$ cat src/core_pkg.sv
package core_pkg;

	// widths with a meaning
	typedef logic [31:0] word_t;
	typedef logic [11:0] pc_t;
	typedef logic [4:0]  reg_idx_t;
	typedef logic [3:0]  alu_op_t;
	typedef logic [1:0]  div_op_t;
	typedef logic [2:0]  dm_sel_t;
	typedef logic [2:0]  sel_data_t;
	typedef logic [1:0]  store_sel_t;
	typedef logic [3:0]  byte_en_t;

	// alu operations
	localparam alu_op_t ALU_ADD    = 4'd0;
	localparam alu_op_t ALU_SUB    = 4'd1;
	localparam alu_op_t ALU_SLL    = 4'd2;
	localparam alu_op_t ALU_SLT    = 4'd3;
	localparam alu_op_t ALU_SLTU   = 4'd4;
	localparam alu_op_t ALU_XOR    = 4'd5;
	localparam alu_op_t ALU_SRL    = 4'd6;
	localparam alu_op_t ALU_SRA    = 4'd7;
	localparam alu_op_t ALU_OR     = 4'd8;
	localparam alu_op_t ALU_AND    = 4'd9;
	localparam alu_op_t ALU_PASS_B = 4'd10;

	// divide operations
	localparam div_op_t DIV_DIV  = 2'd0;
	localparam div_op_t DIV_DIVU = 2'd1;
	localparam div_op_t DIV_REM  = 2'd2;
	localparam div_op_t DIV_REMU = 2'd3;

	// result source, load passes the address on to memory
	localparam sel_data_t SEL_ALU  = 3'd0;
	localparam sel_data_t SEL_DIV  = 3'd1;
	localparam sel_data_t SEL_PC4  = 3'd2;
	localparam sel_data_t SEL_LOAD = 3'd3;

	localparam store_sel_t ST_BYTE = 2'd0;
	localparam store_sel_t ST_HALF = 2'd1;
	localparam store_sel_t ST_WORD = 2'd2;

	localparam int DIV_STEPS = 32;

	typedef enum logic [1:0] {DIV_IDLE, DIV_RUN, DIV_DONE} div_state_e;

	typedef struct packed {
		logic       valid;
		pc_t        pc4;
		pc_t        pc;
		word_t      fwd_opa;
		word_t      fwd_opb;
		word_t      fwd_store;
		word_t      imm;
		reg_idx_t   rd;
		alu_op_t    alu_op;
		logic       alu_src_imm;
		logic       div_valid;
		div_op_t    div_op;
		logic       is_stype;
		logic       wr_en;
		dm_sel_t    dm_select;
		sel_data_t  sel_data;
		store_sel_t store_select;
	} id_exe_t;

	typedef struct packed {
		logic      valid;
		pc_t       pc;
		word_t     result;
		word_t     store_data;
		byte_en_t  byte_en;
		logic      mem_write;
		dm_sel_t   dm_select;
		sel_data_t sel_data;
		reg_idx_t  rd;
		logic      wr_en;
	} exe_mem_t;

endpackage

$ cat src/id_exe_reg.sv
`timescale 1ns/100ps

module id_exe_reg (
	input  logic              clk,
	input  logic              arst_n,

	// pipeline control levels
	input  logic              en,
	input  logic              stall,
	input  logic              div_busy,
	input  logic              flush,

	// decode bundle in, execute bundle out
	input  core_pkg::id_exe_t id_in,
	output core_pkg::id_exe_t exe_q
);

	logic hold;

	// a divide in progress holds the stage like a hazard stall
	assign hold = !en || stall || div_busy;

	always_ff @(posedge clk or negedge arst_n) begin
		if (!arst_n) begin
			exe_q <= '0;
		end else if (flush) begin
			// bubble, valid, wr_en and div_valid all drop to zero
			exe_q <= '0;
		end else if (!hold) begin
			exe_q <= id_in;
		end
	end

endmodule

$ cat src/alu.sv
`timescale 1ns/100ps

module alu (
	input  core_pkg::id_exe_t exe_q,
	output core_pkg::word_t   alu_result
);

	core_pkg::word_t opa;
	core_pkg::word_t opb;
	logic [4:0]      shamt;

	assign opa = exe_q.fwd_opa;

	// immediate replaces rs2 for I-type, loads, stores and lui
	assign opb = exe_q.alu_src_imm ? exe_q.imm : exe_q.fwd_opb;

	assign shamt = opb[4:0];

	always_comb begin
		case (exe_q.alu_op)
			core_pkg::ALU_ADD:
				alu_result = opa + opb;
			core_pkg::ALU_SUB:
				alu_result = opa - opb;
			core_pkg::ALU_SLL:
				alu_result = opa << shamt;
			core_pkg::ALU_SLT:
				alu_result = {31'd0, $signed(opa) < $signed(opb)};
			core_pkg::ALU_SLTU:
				alu_result = {31'd0, opa < opb};
			core_pkg::ALU_XOR:
				alu_result = opa ^ opb;
			core_pkg::ALU_SRL:
				alu_result = opa >> shamt;
			core_pkg::ALU_SRA:
				alu_result = $unsigned($signed(opa) >>> shamt);
			core_pkg::ALU_OR:
				alu_result = opa | opb;
			core_pkg::ALU_AND:
				alu_result = opa & opb;
			// lui, the immediate comes through untouched
			core_pkg::ALU_PASS_B:
				alu_result = opb;
			default:
				alu_result = opa + opb;
		endcase
	end

endmodule

$ cat src/divider.sv
`timescale 1ns/100ps

module divider (
	input  logic              clk,
	input  logic              arst_n,
	input  logic              en,
	input  logic              stall,
	input  logic              flush,
	input  core_pkg::id_exe_t exe_q,
	output core_pkg::word_t   div_result,
	output logic              div_busy,
	output logic              div_done
);

	core_pkg::div_state_e state;
	logic [5:0]           step_cnt;
	core_pkg::word_t      quo;
	core_pkg::word_t      rem;
	core_pkg::word_t      dvsr;
	core_pkg::word_t      mag_a;
	core_pkg::word_t      mag_b;
	core_pkg::word_t      quo_fix;
	core_pkg::word_t      rem_fix;
	logic [32:0]          rem_shift;
	logic [32:0]          diff;
	logic                 start;
	logic                 is_signed;
	logic                 is_rem;
	logic                 neg_a;
	logic                 neg_b;

	assign start     = exe_q.valid && exe_q.div_valid;
	assign is_signed = (exe_q.div_op == core_pkg::DIV_DIV) || (exe_q.div_op == core_pkg::DIV_REM);
	assign is_rem    = (exe_q.div_op == core_pkg::DIV_REM) || (exe_q.div_op == core_pkg::DIV_REMU);

	// operands stay in exe_q for the whole divide
	assign neg_a = is_signed && exe_q.fwd_opa[31];
	assign neg_b = is_signed && exe_q.fwd_opb[31];
	assign mag_a = neg_a ? -exe_q.fwd_opa : exe_q.fwd_opa;
	assign mag_b = neg_b ? -exe_q.fwd_opb : exe_q.fwd_opb;

	// one restoring step, bit 32 set means the trial went negative
	assign rem_shift = {rem, quo[31]};
	assign diff      = rem_shift - {1'b0, dvsr};

	always_ff @(posedge clk or negedge arst_n) begin
		if (!arst_n) begin
			state    <= core_pkg::DIV_IDLE;
			step_cnt <= '0;
		end else if (flush) begin
			state    <= core_pkg::DIV_IDLE;
			step_cnt <= '0;
		end else begin
			case (state)
				core_pkg::DIV_IDLE: begin
					step_cnt <= '0;
					if (start)
						state <= core_pkg::DIV_RUN;
				end
				core_pkg::DIV_RUN: begin
					step_cnt <= step_cnt + 6'd1;
					if (step_cnt == 6'(core_pkg::DIV_STEPS - 1))
						state <= core_pkg::DIV_DONE;
				end
				// wait here until the pipeline takes the result
				core_pkg::DIV_DONE: begin
					if (en && !stall)
						state <= core_pkg::DIV_IDLE;
				end
				default: state <= core_pkg::DIV_IDLE;
			endcase
		end
	end

	always_ff @(posedge clk) begin
		if (state == core_pkg::DIV_IDLE) begin
			quo  <= mag_a;
			rem  <= '0;
			dvsr <= mag_b;
		end else if (state == core_pkg::DIV_RUN) begin
			rem <= diff[32] ? rem_shift[31:0] : diff[31:0];
			quo <= {quo[30:0], !diff[32]};
		end
	end

	// sign fix and the RISC-V corner cases
	always_comb begin
		quo_fix = (neg_a ^ neg_b) ? -quo : quo;
		rem_fix = neg_a ? -rem : rem;
		if (exe_q.fwd_opb == '0) begin
			quo_fix = '1;
			rem_fix = exe_q.fwd_opa;
		end else if (is_signed && exe_q.fwd_opa == 32'h8000_0000 && exe_q.fwd_opb == '1) begin
			quo_fix = exe_q.fwd_opa;
			rem_fix = '0;
		end
		div_result = is_rem ? rem_fix : quo_fix;
	end

	assign div_busy = (state == core_pkg::DIV_RUN) || (state == core_pkg::DIV_IDLE && start);
	assign div_done = (state == core_pkg::DIV_DONE);

endmodule

$ cat src/store_align.sv
`timescale 1ns/100ps

module store_align (
	input  core_pkg::id_exe_t  exe_q,
	input  core_pkg::word_t    alu_result,
	output core_pkg::word_t    st_data,
	output core_pkg::byte_en_t st_byte_en
);

	logic [1:0] offset;

	// low address bits pick the lane
	assign offset = alu_result[1:0];

	always_comb begin
		st_data    = exe_q.fwd_store;
		st_byte_en = '0;
		case (exe_q.store_select)
			core_pkg::ST_BYTE: begin
				st_data    = {4{exe_q.fwd_store[7:0]}};
				st_byte_en = 4'b0001 << offset;
			end
			core_pkg::ST_HALF: begin
				st_data    = {2{exe_q.fwd_store[15:0]}};
				st_byte_en = offset[1] ? 4'b1100 : 4'b0011;
			end
			core_pkg::ST_WORD: st_byte_en = 4'b1111;
			default: st_byte_en = '0;
		endcase
		// enables only for real stores
		if (!exe_q.is_stype)
			st_byte_en = '0;
	end

endmodule

$ cat src/exe_mem_reg.sv
`timescale 1ns/100ps

module exe_mem_reg (
	input  logic               clk,
	input  logic               arst_n,
	input  logic               en,
	input  logic               stall,
	input  logic               flush,
	input  logic               div_busy,
	input  core_pkg::id_exe_t  exe_q,
	input  core_pkg::word_t    alu_result,
	input  core_pkg::word_t    div_result,
	input  core_pkg::word_t    st_data,
	input  core_pkg::byte_en_t st_byte_en,
	output core_pkg::exe_mem_t mem_out
);

	core_pkg::exe_mem_t mem_d;

	always_comb begin
		mem_d.valid      = exe_q.valid;
		mem_d.pc         = exe_q.pc;
		mem_d.store_data = st_data;
		mem_d.byte_en    = st_byte_en;
		mem_d.mem_write  = exe_q.is_stype;
		mem_d.dm_select  = exe_q.dm_select;
		mem_d.sel_data   = exe_q.sel_data;
		mem_d.rd         = exe_q.rd;
		mem_d.wr_en      = exe_q.wr_en;
		// loads also take the alu output, it is the address
		case (exe_q.sel_data)
			core_pkg::SEL_DIV: mem_d.result = div_result;
			core_pkg::SEL_PC4: mem_d.result = {20'd0, exe_q.pc4};
			default:           mem_d.result = alu_result;
		endcase
	end

	always_ff @(posedge clk or negedge arst_n) begin
		if (!arst_n) begin
			mem_out <= '0;
		end else if (en && !stall) begin
			// bubble while a divide is still running or the stage is flushed
			if (div_busy || flush)
				mem_out <= '0;
			else
				mem_out <= mem_d;
		end
	end

endmodule

$ cat src/exe_stage.sv
`timescale 1ns/100ps

module exe_stage (
	input  logic               clk,
	input  logic               arst_n,
	input  logic               en,
	input  logic               stall,
	input  logic               flush,
	input  core_pkg::id_exe_t  id_in,
	output core_pkg::exe_mem_t mem_out,
	output logic               div_busy
);

	core_pkg::id_exe_t  exe_q;
	core_pkg::word_t    alu_result;
	core_pkg::word_t    div_result;
	core_pkg::word_t    st_data;
	core_pkg::byte_en_t st_byte_en;

	id_exe_reg u_id_exe_reg (
		.clk(clk), .arst_n(arst_n), .en(en), .stall(stall),
		.div_busy(div_busy), .flush(flush), .id_in(id_in), .exe_q(exe_q)
	);

	alu u_alu (.exe_q(exe_q), .alu_result(alu_result));

	// busy alone releases both registers, done is not needed here
	divider u_divider (
		.clk(clk), .arst_n(arst_n), .en(en), .stall(stall), .flush(flush),
		.exe_q(exe_q), .div_result(div_result), .div_busy(div_busy), .div_done()
	);

	store_align u_store_align (
		.exe_q(exe_q), .alu_result(alu_result), .st_data(st_data), .st_byte_en(st_byte_en)
	);

	exe_mem_reg u_exe_mem_reg (
		.clk(clk), .arst_n(arst_n), .en(en), .stall(stall), .flush(flush),
		.div_busy(div_busy), .exe_q(exe_q), .alu_result(alu_result),
		.div_result(div_result), .st_data(st_data), .st_byte_en(st_byte_en),
		.mem_out(mem_out)
	);

endmodule

$ cat config.mk
export PLATFORM = sky130hd
export DESIGN_NAME = exe_stage
export DESIGN_NICKNAME = d
export VERILOG_FILES = /design/src/core_pkg.sv /design/src/id_exe_reg.sv /design/src/alu.sv /design/src/divider.sv /design/src/store_align.sv /design/src/exe_mem_reg.sv /design/src/exe_stage.sv
export SDC_FILE = /design/constraint.sdc
export NUM_CORES = 1
export LEC_CHECK = 0
export BUFFER_PORTS_ARGS = -buffer_cell sky130_fd_sc_hd__buf_2
export CAP_MARGIN = 25
export CORE_MARGIN = 5
export CORE_UTILIZATION = 29
export DETAILED_ROUTE_END_ITERATION = 6
export PLACE_DENSITY_LB_ADDON = 0.12
export REMOVE_ABC_BUFFERS = 1
export SLEW_MARGIN = 15
export SYNTH_ARGS = -nofsm -noshare
export SYNTH_HDL_FRONTEND = slang
export SYNTH_SLANG_ARGS = --single-unit
$ cat constraint.sdc
create_clock -name clk -period 13.14 [get_ports clk]
set_input_delay 2.628 -clock clk [delete_from_list [all_inputs] [get_ports clk]]
set_output_delay 2.628 -clock clk [all_outputs]
set_load 0.005 [all_outputs]
==> results of run 1 <==
[cells by family after synthesis]
group | Yosys count | synth area share
DFF | 374 | 0.334
and+or+nand+nor | 921 | 0.145
xor gates and xnor gates | 181 | 0.0559
muxes | 160 | 0.0627
AOI/OAI and AO/OA | 1185 | 0.282
adders and majority gates | 138 | 0.0614
buffers and inverters | 422 | 0.0581
[worst max-delay path by stage]
stage,start,to,slack (ps),cells past startpoint
floorplan,stall,u_exe_mem_reg.mem_out[80],-6440,7
global placement,stall,u_exe_mem_reg.mem_out[66],7260,9
detailed placement,stall,u_exe_mem_reg.mem_out[78],7190,10
CTS,u_id_exe_reg.exe_q[13],u_exe_mem_reg.mem_out[16],7760,15
global route,u_id_exe_reg.exe_q[13],u_exe_mem_reg.mem_out[16],7490,15
finish,u_id_exe_reg.exe_q[13],u_exe_mem_reg.mem_out[16],7680,15
[routing by layer]
layer	vias to the layer above	track usage	wire length [um]
met5	-	0	48
met4	8	0.0813	4940
met3	201	0.0382	8600
met2	1061	0.370	57200
met1	13600	0.338	58900
li1	12700	-	-
[state kept, by name (all words and copies together), names as in the netlist]
name	flops
u_id_exe_reg.exe_q	176
u_exe_mem_reg.mem_out	94
u_divider.dvsr	32
u_divider.quo	32
u_divider.rem	32
u_divider.step_cnt	6
u_divider.state	2
[metrics by stage]
stage / instances / power (mW) / area [um^2] / TNS (ps) / worst slack [ps]
after floorplan: 3106 / 1.91 / 27400 / -710290 / -6440
after global placement: 4746 / 2.33 / 31100 / 0 / 7260
after detailed placement: 4747 / 2.32 / 31100 / 0 / 7190
after CTS: 4843 / 3.81 / 32900 / 0 / 7760
after global routing: 4844 / 3.95 / 32900 / 0 / 7490
final: 4847 / 3.78 / 32900 / 0 / 7680
[critical path, cell delays in order, from the launching register on]
cell and delay, ps:
sky130_fd_sc_hd__dfrtp_2 620, sky130_fd_sc_hd__buf_4 480, sky130_fd_sc_hd__mux2i_4 290, sky130_fd_sc_hd__buf_4 400, sky130_fd_sc_hd__ha_1 420, sky130_fd_sc_hd__nand2b_1 190
sky130_fd_sc_hd__a21oi_1 200, sky130_fd_sc_hd__o211ai_1 180, sky130_fd_sc_hd__a21boi_0 450, sky130_fd_sc_hd__o21bai_1 200, sky130_fd_sc_hd__a21o_1 280, sky130_fd_sc_hd__a21oi_1 180
sky130_fd_sc_hd__o21ai_0 250, sky130_fd_sc_hd__a21oi_1 820, sky130_fd_sc_hd__and2_1 250, sky130_fd_sc_hd__o21ai_0 70
[power by group through the flow]
stage                     Clock [mW]  Sequential [mW]  Combinational [mW]
after floorplan                    0             1.34               0.576
after global placement             0             1.38               0.951
after detailed placement           0             1.37               0.944
after CTS                       1.51             1.35               0.948
after global routing            1.56             1.36                1.04
final                           1.47             1.35               0.961
[layout by cell type (no fill, tap or decap), types with 32 or more instances in the layout]
cell type                     n
sky130_fd_sc_hd__inv_1      144
sky130_fd_sc_hd__dfxtp_1     32
sky130_fd_sc_hd__a21oi_1    231
sky130_fd_sc_hd__xor2_1      57
sky130_fd_sc_hd__a21o_1      40
sky130_fd_sc_hd__edfxtp_1    64
sky130_fd_sc_hd__xnor2_1    123
sky130_fd_sc_hd__a22oi_1     45
sky130_fd_sc_hd__nor2_1     270
sky130_fd_sc_hd__o21ai_0    272
sky130_fd_sc_hd__clkbuf_16   53
sky130_fd_sc_hd__ha_1       135
sky130_fd_sc_hd__a22o_1     217
sky130_fd_sc_hd__mux2i_1    129
sky130_fd_sc_hd__nand3_1     66
sky130_fd_sc_hd__o31ai_1     32
sky130_fd_sc_hd__buf_4       77
sky130_fd_sc_hd__nand2_1    343
sky130_fd_sc_hd__a211oi_1    37
sky130_fd_sc_hd__o211ai_1    35
sky130_fd_sc_hd__dfrtp_1    276
sky130_fd_sc_hd__buf_2      274
sky130_fd_sc_hd__nor3_1      58
sky130_fd_sc_hd__a221oi_1    35
[final cells by class]
type,count,area [um^2]
fill,10400,65100
multi-input combinational,2585,17400
sequential,374,9520
timing repair buffer,355,2010
tap,1287,1610
clock buffer,73,1480
inverter,147,554
clock inverter,23,279
antenna,3,7.51
==> results.yml, run 1 <==
floorplanning:
  die_h_um: 323
  die_x_um: 323
  floorplan.core_area_um2: 98000
  initial_core_util: 0.291
  fp-row-count: 115
  top_level_ports: 276
  die_area_um2: 105000
global_route:
  grt_usage: 0.238
  grt_antenna_before_repair: 11
  grt_start_max_net_pins: 170
  grt_pass1_wl_mm: 188
  overflow: 0
  first_global_vias: 26700
outcome:
  outcome: "completed"
synth:
  post_synth.cell_area_avg_um2: 8.42
  synth.yosys.warnings: 0
  number_of_enable_type_register_cells_in_the_synthesized_netlist: 64
  sequential_cell_area_fraction_in_the_yosys_report: 0.334
  syn-instance-count: 3381
  synth_top_cells_by_area: "sky130_fd_sc_hd__dfrtp_1 (24%), sky130_fd_sc_hd__edfxtp_1 (6.7%), sky130_fd_sc_hd__a22o_1 (6.7%)"
  ys_seq_elements: 374
  post_synth_num_cell_types: 90
  postSynth.topFlopCell: "sky130_fd_sc_hd__dfrtp_1"
  yosys.area.top_type_share: 0.244
  netlist_area_um2: 28500
  yosysTopAreaCell: "sky130_fd_sc_hd__dfrtp_1"
  synth.cells.most_frequent: "sky130_fd_sc_hd__nand2_1 (344), sky130_fd_sc_hd__dfrtp_1 (278), sky130_fd_sc_hd__nor2_1 (276)"
  synth.most_common_cell: "sky130_fd_sc_hd__nand2_1"
  postSynth.asyncResetShare: 0.743
clocking:
  clkLatencyLatePin_ps: 630
  clock_tree.buffer_depth: 3
  cts_sink_count: 374
  cts_tree: "yes"
  post_cts_hold_buffer_count: 0
  resized_cells_post_cts: 0
  total_clock_buffers_created_by_cts: 52
  cts_root_buf: "sky130_fd_sc_hd__clkbuf_16"
  path_clk_slew_ps: 60
  htreeDepth: 2
  postCtsSetupRepairBufs: 0
worst_setup_path:
  cp-end-kind: "flop"
  setup.reg_to_reg.worst_slack_ps: 7680
  worst_ep_arrival_time_ps: 5950
  worst_r2r_startpoint: "u_id_exe_reg.exe_q[13]"
  crit_type: "flop to flop"
  timing.critical_path.required_ps: 13620
  timing.reg2reg.worst_path_depth: 15
  critical_path_peak_fanout: 27
  critical_path.reg2reg.endpoint: "u_exe_mem_reg.mem_out[16]"
  category_of_the_worst_setup_path_launch_point: "flop"
sta:
  layout_worst_path_cycle_share: 0.416
  final_max_slew_viol_count: 0
  worst_clock_skew_ps: 35.6
  final-hold-violation-count: 0
  min_tclk_post_route_ps: 5460
  max-slew-margin-rel: 0.236
  worst_hold_slack_ps: 483
  final_report_setup_violation_count: 0
  unrepaired_setup_endpoints_after_global_routing: "no"
  max_slew.worst_pin.slew_ps: 1150
  max_freq_mhz: 183
detailed_routing:
  vias: 27600
  drt-wirelength-per-cell_um: 26.7
  first_pass_iters: 6
  routed_via_density: 5.69
  route.final.wire_length_mm: 130
  route.detailed.drc: 0
  drt_iter0_markers: 2728
  antenna_violating_nets_post_route: 0
cells_and_area:
  postLayoutCoreUtil: 0.336
  layout-area-overhead-vs-synth_pct: 15.4
  layout.nets: 3834
  post_route_cells_drive_above_1_share: 0.143
power_and_ir_drop:
  largest_voltage_drop_on_the_vdd_net_v: 0.000106
  total_power_per_unit_cell_area_nw_per_um2: 115
  power.share.sequential: 0.358
  total_leakage_power_nw: 14.3
  cell_internal_pwr_mw: 2.48
  power_frac_clock: 0.388
  power_frac_comb: 0.254
  power.share.switching: 0.345
  total_switching_power_mw: 1.30
place:
  gpl.final_weighted_congestion: 0.991
  place_hpwl_mm: 96.1
  io_buffers: 275
worst_hold_path:
  holdPathStages: 2
  hold_path.class: "flop to flop"
  min_from: "u_exe_mem_reg.mem_out[28]"
  hold-path-endpoint: "u_exe_mem_reg.mem_out[28]"
flow_run:
  max_cap_violations: 0
Note: power is estimated with default switching activity, not from simulation.
==> run 2, diff against run 1 <==
Clock period 13.14 ns to 4.4 ns, I/O delays scaled along.
==> results.yml, run 2 (synthesis gave the netlist of run 1 again) <==
global_route:
  grt_usage: 0.251
  grt_start_max_net_pins: 129
  grt_antenna_before_repair: 9
  first_global_vias: 27400
  grt_pass1_wl_mm: 195
  use_met1: 0.361
  overflow: 0
  grt_busiest_layer: "met2"
  global_route.usage.met2: 0.386
  fraction_of_met3_tracks_used_by_global_routing: 0.0417
clocking:
  htreeDepth: 2
  clkLatencyLatePin_ps: 650
  path_clk_slew_ps: 60
  cts_tree: "yes"
  total_clock_buffers_created_by_cts: 51
  postCtsSetupRepairBufs: 0
  clock_tree.buffer_depth: 3
  cts_sink_count: 374
  post_cts_hold_buffer_count: 0
  cts_root_buf: "sky130_fd_sc_hd__clkbuf_16"
cells_and_area:
  largest_register: "u_id_exe_reg.exe_q"
  stdcell_area_um2: 34100
  final_cells: 4995
  layout.nets: 3983
  final_common_cell: "sky130_fd_sc_hd__nand2_1"
  largest_register_ffs: 176
  final_cell_mix: "sky130_fd_sc_hd__nand2_1 (343), sky130_fd_sc_hd__dfrtp_1 (275), sky130_fd_sc_hd__buf_2 (274), sky130_fd_sc_hd__o21ai_0 (272), sky130_fd_sc_hd__nor2_1 (272)"
  postLayoutCoreUtil: 0.348
  top_regs: "u_id_exe_reg.exe_q: 176 flops, u_exe_mem_reg.mem_out: 94 flops"
  post_route_cells_drive_above_1_share: 0.178
  layout-area-overhead-vs-synth_pct: 19.6
worst_setup_path:
  crit_path_cell_trace: "buf_12, buf_4, mux2i_1, buf_4, ha_1, and2_1, and4_1, a31oi_1, nand3b_1, o21ai_0, and2_1, o2bb2ai_1, o21ai_0, a21oi_1, buf_4, a221o_1"
  critical_path_peak_fanout: 15
  critical_path.reg2reg.endpoint: "u_exe_mem_reg.mem_out[67]"
  critical-path-top-delay-family: "compound AO/OA/AOI/OAI gates"
  category_of_the_worst_setup_path_launch_point: "flop"
  worst_r2r_startpoint: "u_id_exe_reg.exe_q[13]"
  crit_type: "flop to flop"
  cp-end-kind: "flop"
  worst_ep_arrival_time_ps: 4700
  setup.reg_to_reg.worst_slack_ps: 210
  timing.reg2reg.worst_path_depth: 16
  path_common_cell: "sky130_fd_sc_hd__buf_4"
  timing.critical_path.required_ps: 4910
  timing.critical_path.slowest_stage_cell: "sky130_fd_sc_hd__o21ai_0"
  cpPeakStageDelay_ps: 510
  worst_path_buf_inv: 4
sta:
  timing.final.ws_setup_ps: 210
  totalNegativeSetupSlack_ps: 0
  max-slew-margin-rel: 0.248
  max_freq_mhz: 239
  max_slew.worst_pin.slew_ps: 1120
  final_report_setup_violation_count: 0
  worst_hold_slack_ps: 321
  final-hold-violation-count: 0
  min_tclk_post_route_ps: 4190
  layout_worst_path_cycle_share: 0.952
  final_max_slew_viol_count: 0
  worst_clock_skew_ps: 32.8
power_and_ir_drop:
  largest_voltage_drop_on_the_vdd_net_v: 0.000298
  total_power_draw_mw: 11.4
  total_leakage_power_nw: 15.1
  total_power_per_unit_cell_area_nw_per_um2: 335
flow_run:
  max_cap_violations: 0
detailed_routing:
  route.detailed.drc: 0
  drt_iter0_markers: 2937
  routed_via_density: 5.68
  vias: 28300
  route.final.wire_length_mm: 136
  drt-wirelength-per-cell_um: 27.2
  antenna_violating_nets_post_route: 0
  first_pass_iters: 6
floorplanning:
  initial_core_util: 0.291
  die_x_um: 323
  top_level_ports: 276
  fp-row-count: 115
  die_area_um2: 105000
  die_h_um: 323
  floorplan.core_area_um2: 98000
place:
  gpl.final_weighted_congestion: 1.02
  io_buffers: 275
  place_area_um2: 32400
  place_hpwl_mm: 104
  dp_cells: 4898
  dpl_worst_slack_ps: 123
worst_hold_path:
  hold_path.class: "primary input to asynchronous set/reset pin"
outcome:
  outcome: "completed"
==> run 2: cell count changes in the layout (fill, tap and decap cells not counted), moves of 2 or more <==
cell / change
sky130_fd_sc_hd__buf_4: +140
sky130_fd_sc_hd__buf_12: +11
sky130_fd_sc_hd__clkbuf_1: -4
sky130_fd_sc_hd__bufinv_16: -3
sky130_fd_sc_hd__a2111oi_0: -2
sky130_fd_sc_hd__a2111oi_1: +2
sky130_fd_sc_hd__clkbuf_8: +2
sky130_fd_sc_hd__clkinv_2: +2
sky130_fd_sc_hd__nor2_1: +2
sky130_fd_sc_hd__nor2_2: -2
==> run 2: final cells by class <==
cell class                 count  area [um^2]
fill                       10400        63900
multi-input combinational   2585        17400
sequential                   374         9520
timing repair buffer         505         3280
tap                         1287         1610
clock buffer                  71         1490
inverter                     147          554
clock inverter                23          205
antenna                        3         7.51
==> run 2: how the worst max path moves through the flow <==
stage | start | slack, ps | to | depth (start not counted)
after detailed placement | u_id_exe_reg.exe_q[134] | 120 | u_exe_mem_reg.mem_out[79] | 13
final | u_id_exe_reg.exe_q[13] | 210 | u_exe_mem_reg.mem_out[67] | 16
after CTS | u_id_exe_reg.exe_q[134] | 120 | u_exe_mem_reg.mem_out[79] | 13
after floorplan | stall | -13440 | u_exe_mem_reg.mem_out[80] | 7
after global placement | u_id_exe_reg.exe_q[134] | 140 | u_exe_mem_reg.mem_out[79] | 13
after global routing | u_id_exe_reg.exe_q[13] | -40 | u_exe_mem_reg.mem_out[78] | 17
==> run 2: metal layers <==
| metal | share of wire | wire [um] | vias to the layer above |
|---|---|---|---|
| met2 | 0.44 | 59200 | 1138 |
| met3 | 0.073 | 9930 | 184 |
| met4 | 0.036 | 4940 | 6 |
| met5 | 0.00024 | 32 | - |
| met1 | 0.46 | 62000 | 14000 |
| li1 | - | - | 13000 |
==> run 2: repair_timing <==
action | CTS | global route
endpoints found under the hold margin | 0 | 0
endpoints found under the setup margin | 0 | 4
resized for setup | 0 | 4
==> run 2: report_power, final <==
| group | internal [mW] | total, mW | switching, mW |
|---|---|---|---|
| clock network | 2.49 | 4.28 | 1.79 |
| registers | 3.75 | 4.02 | 0.270 |
| logic | 1.16 | 3.10 | 1.94 |
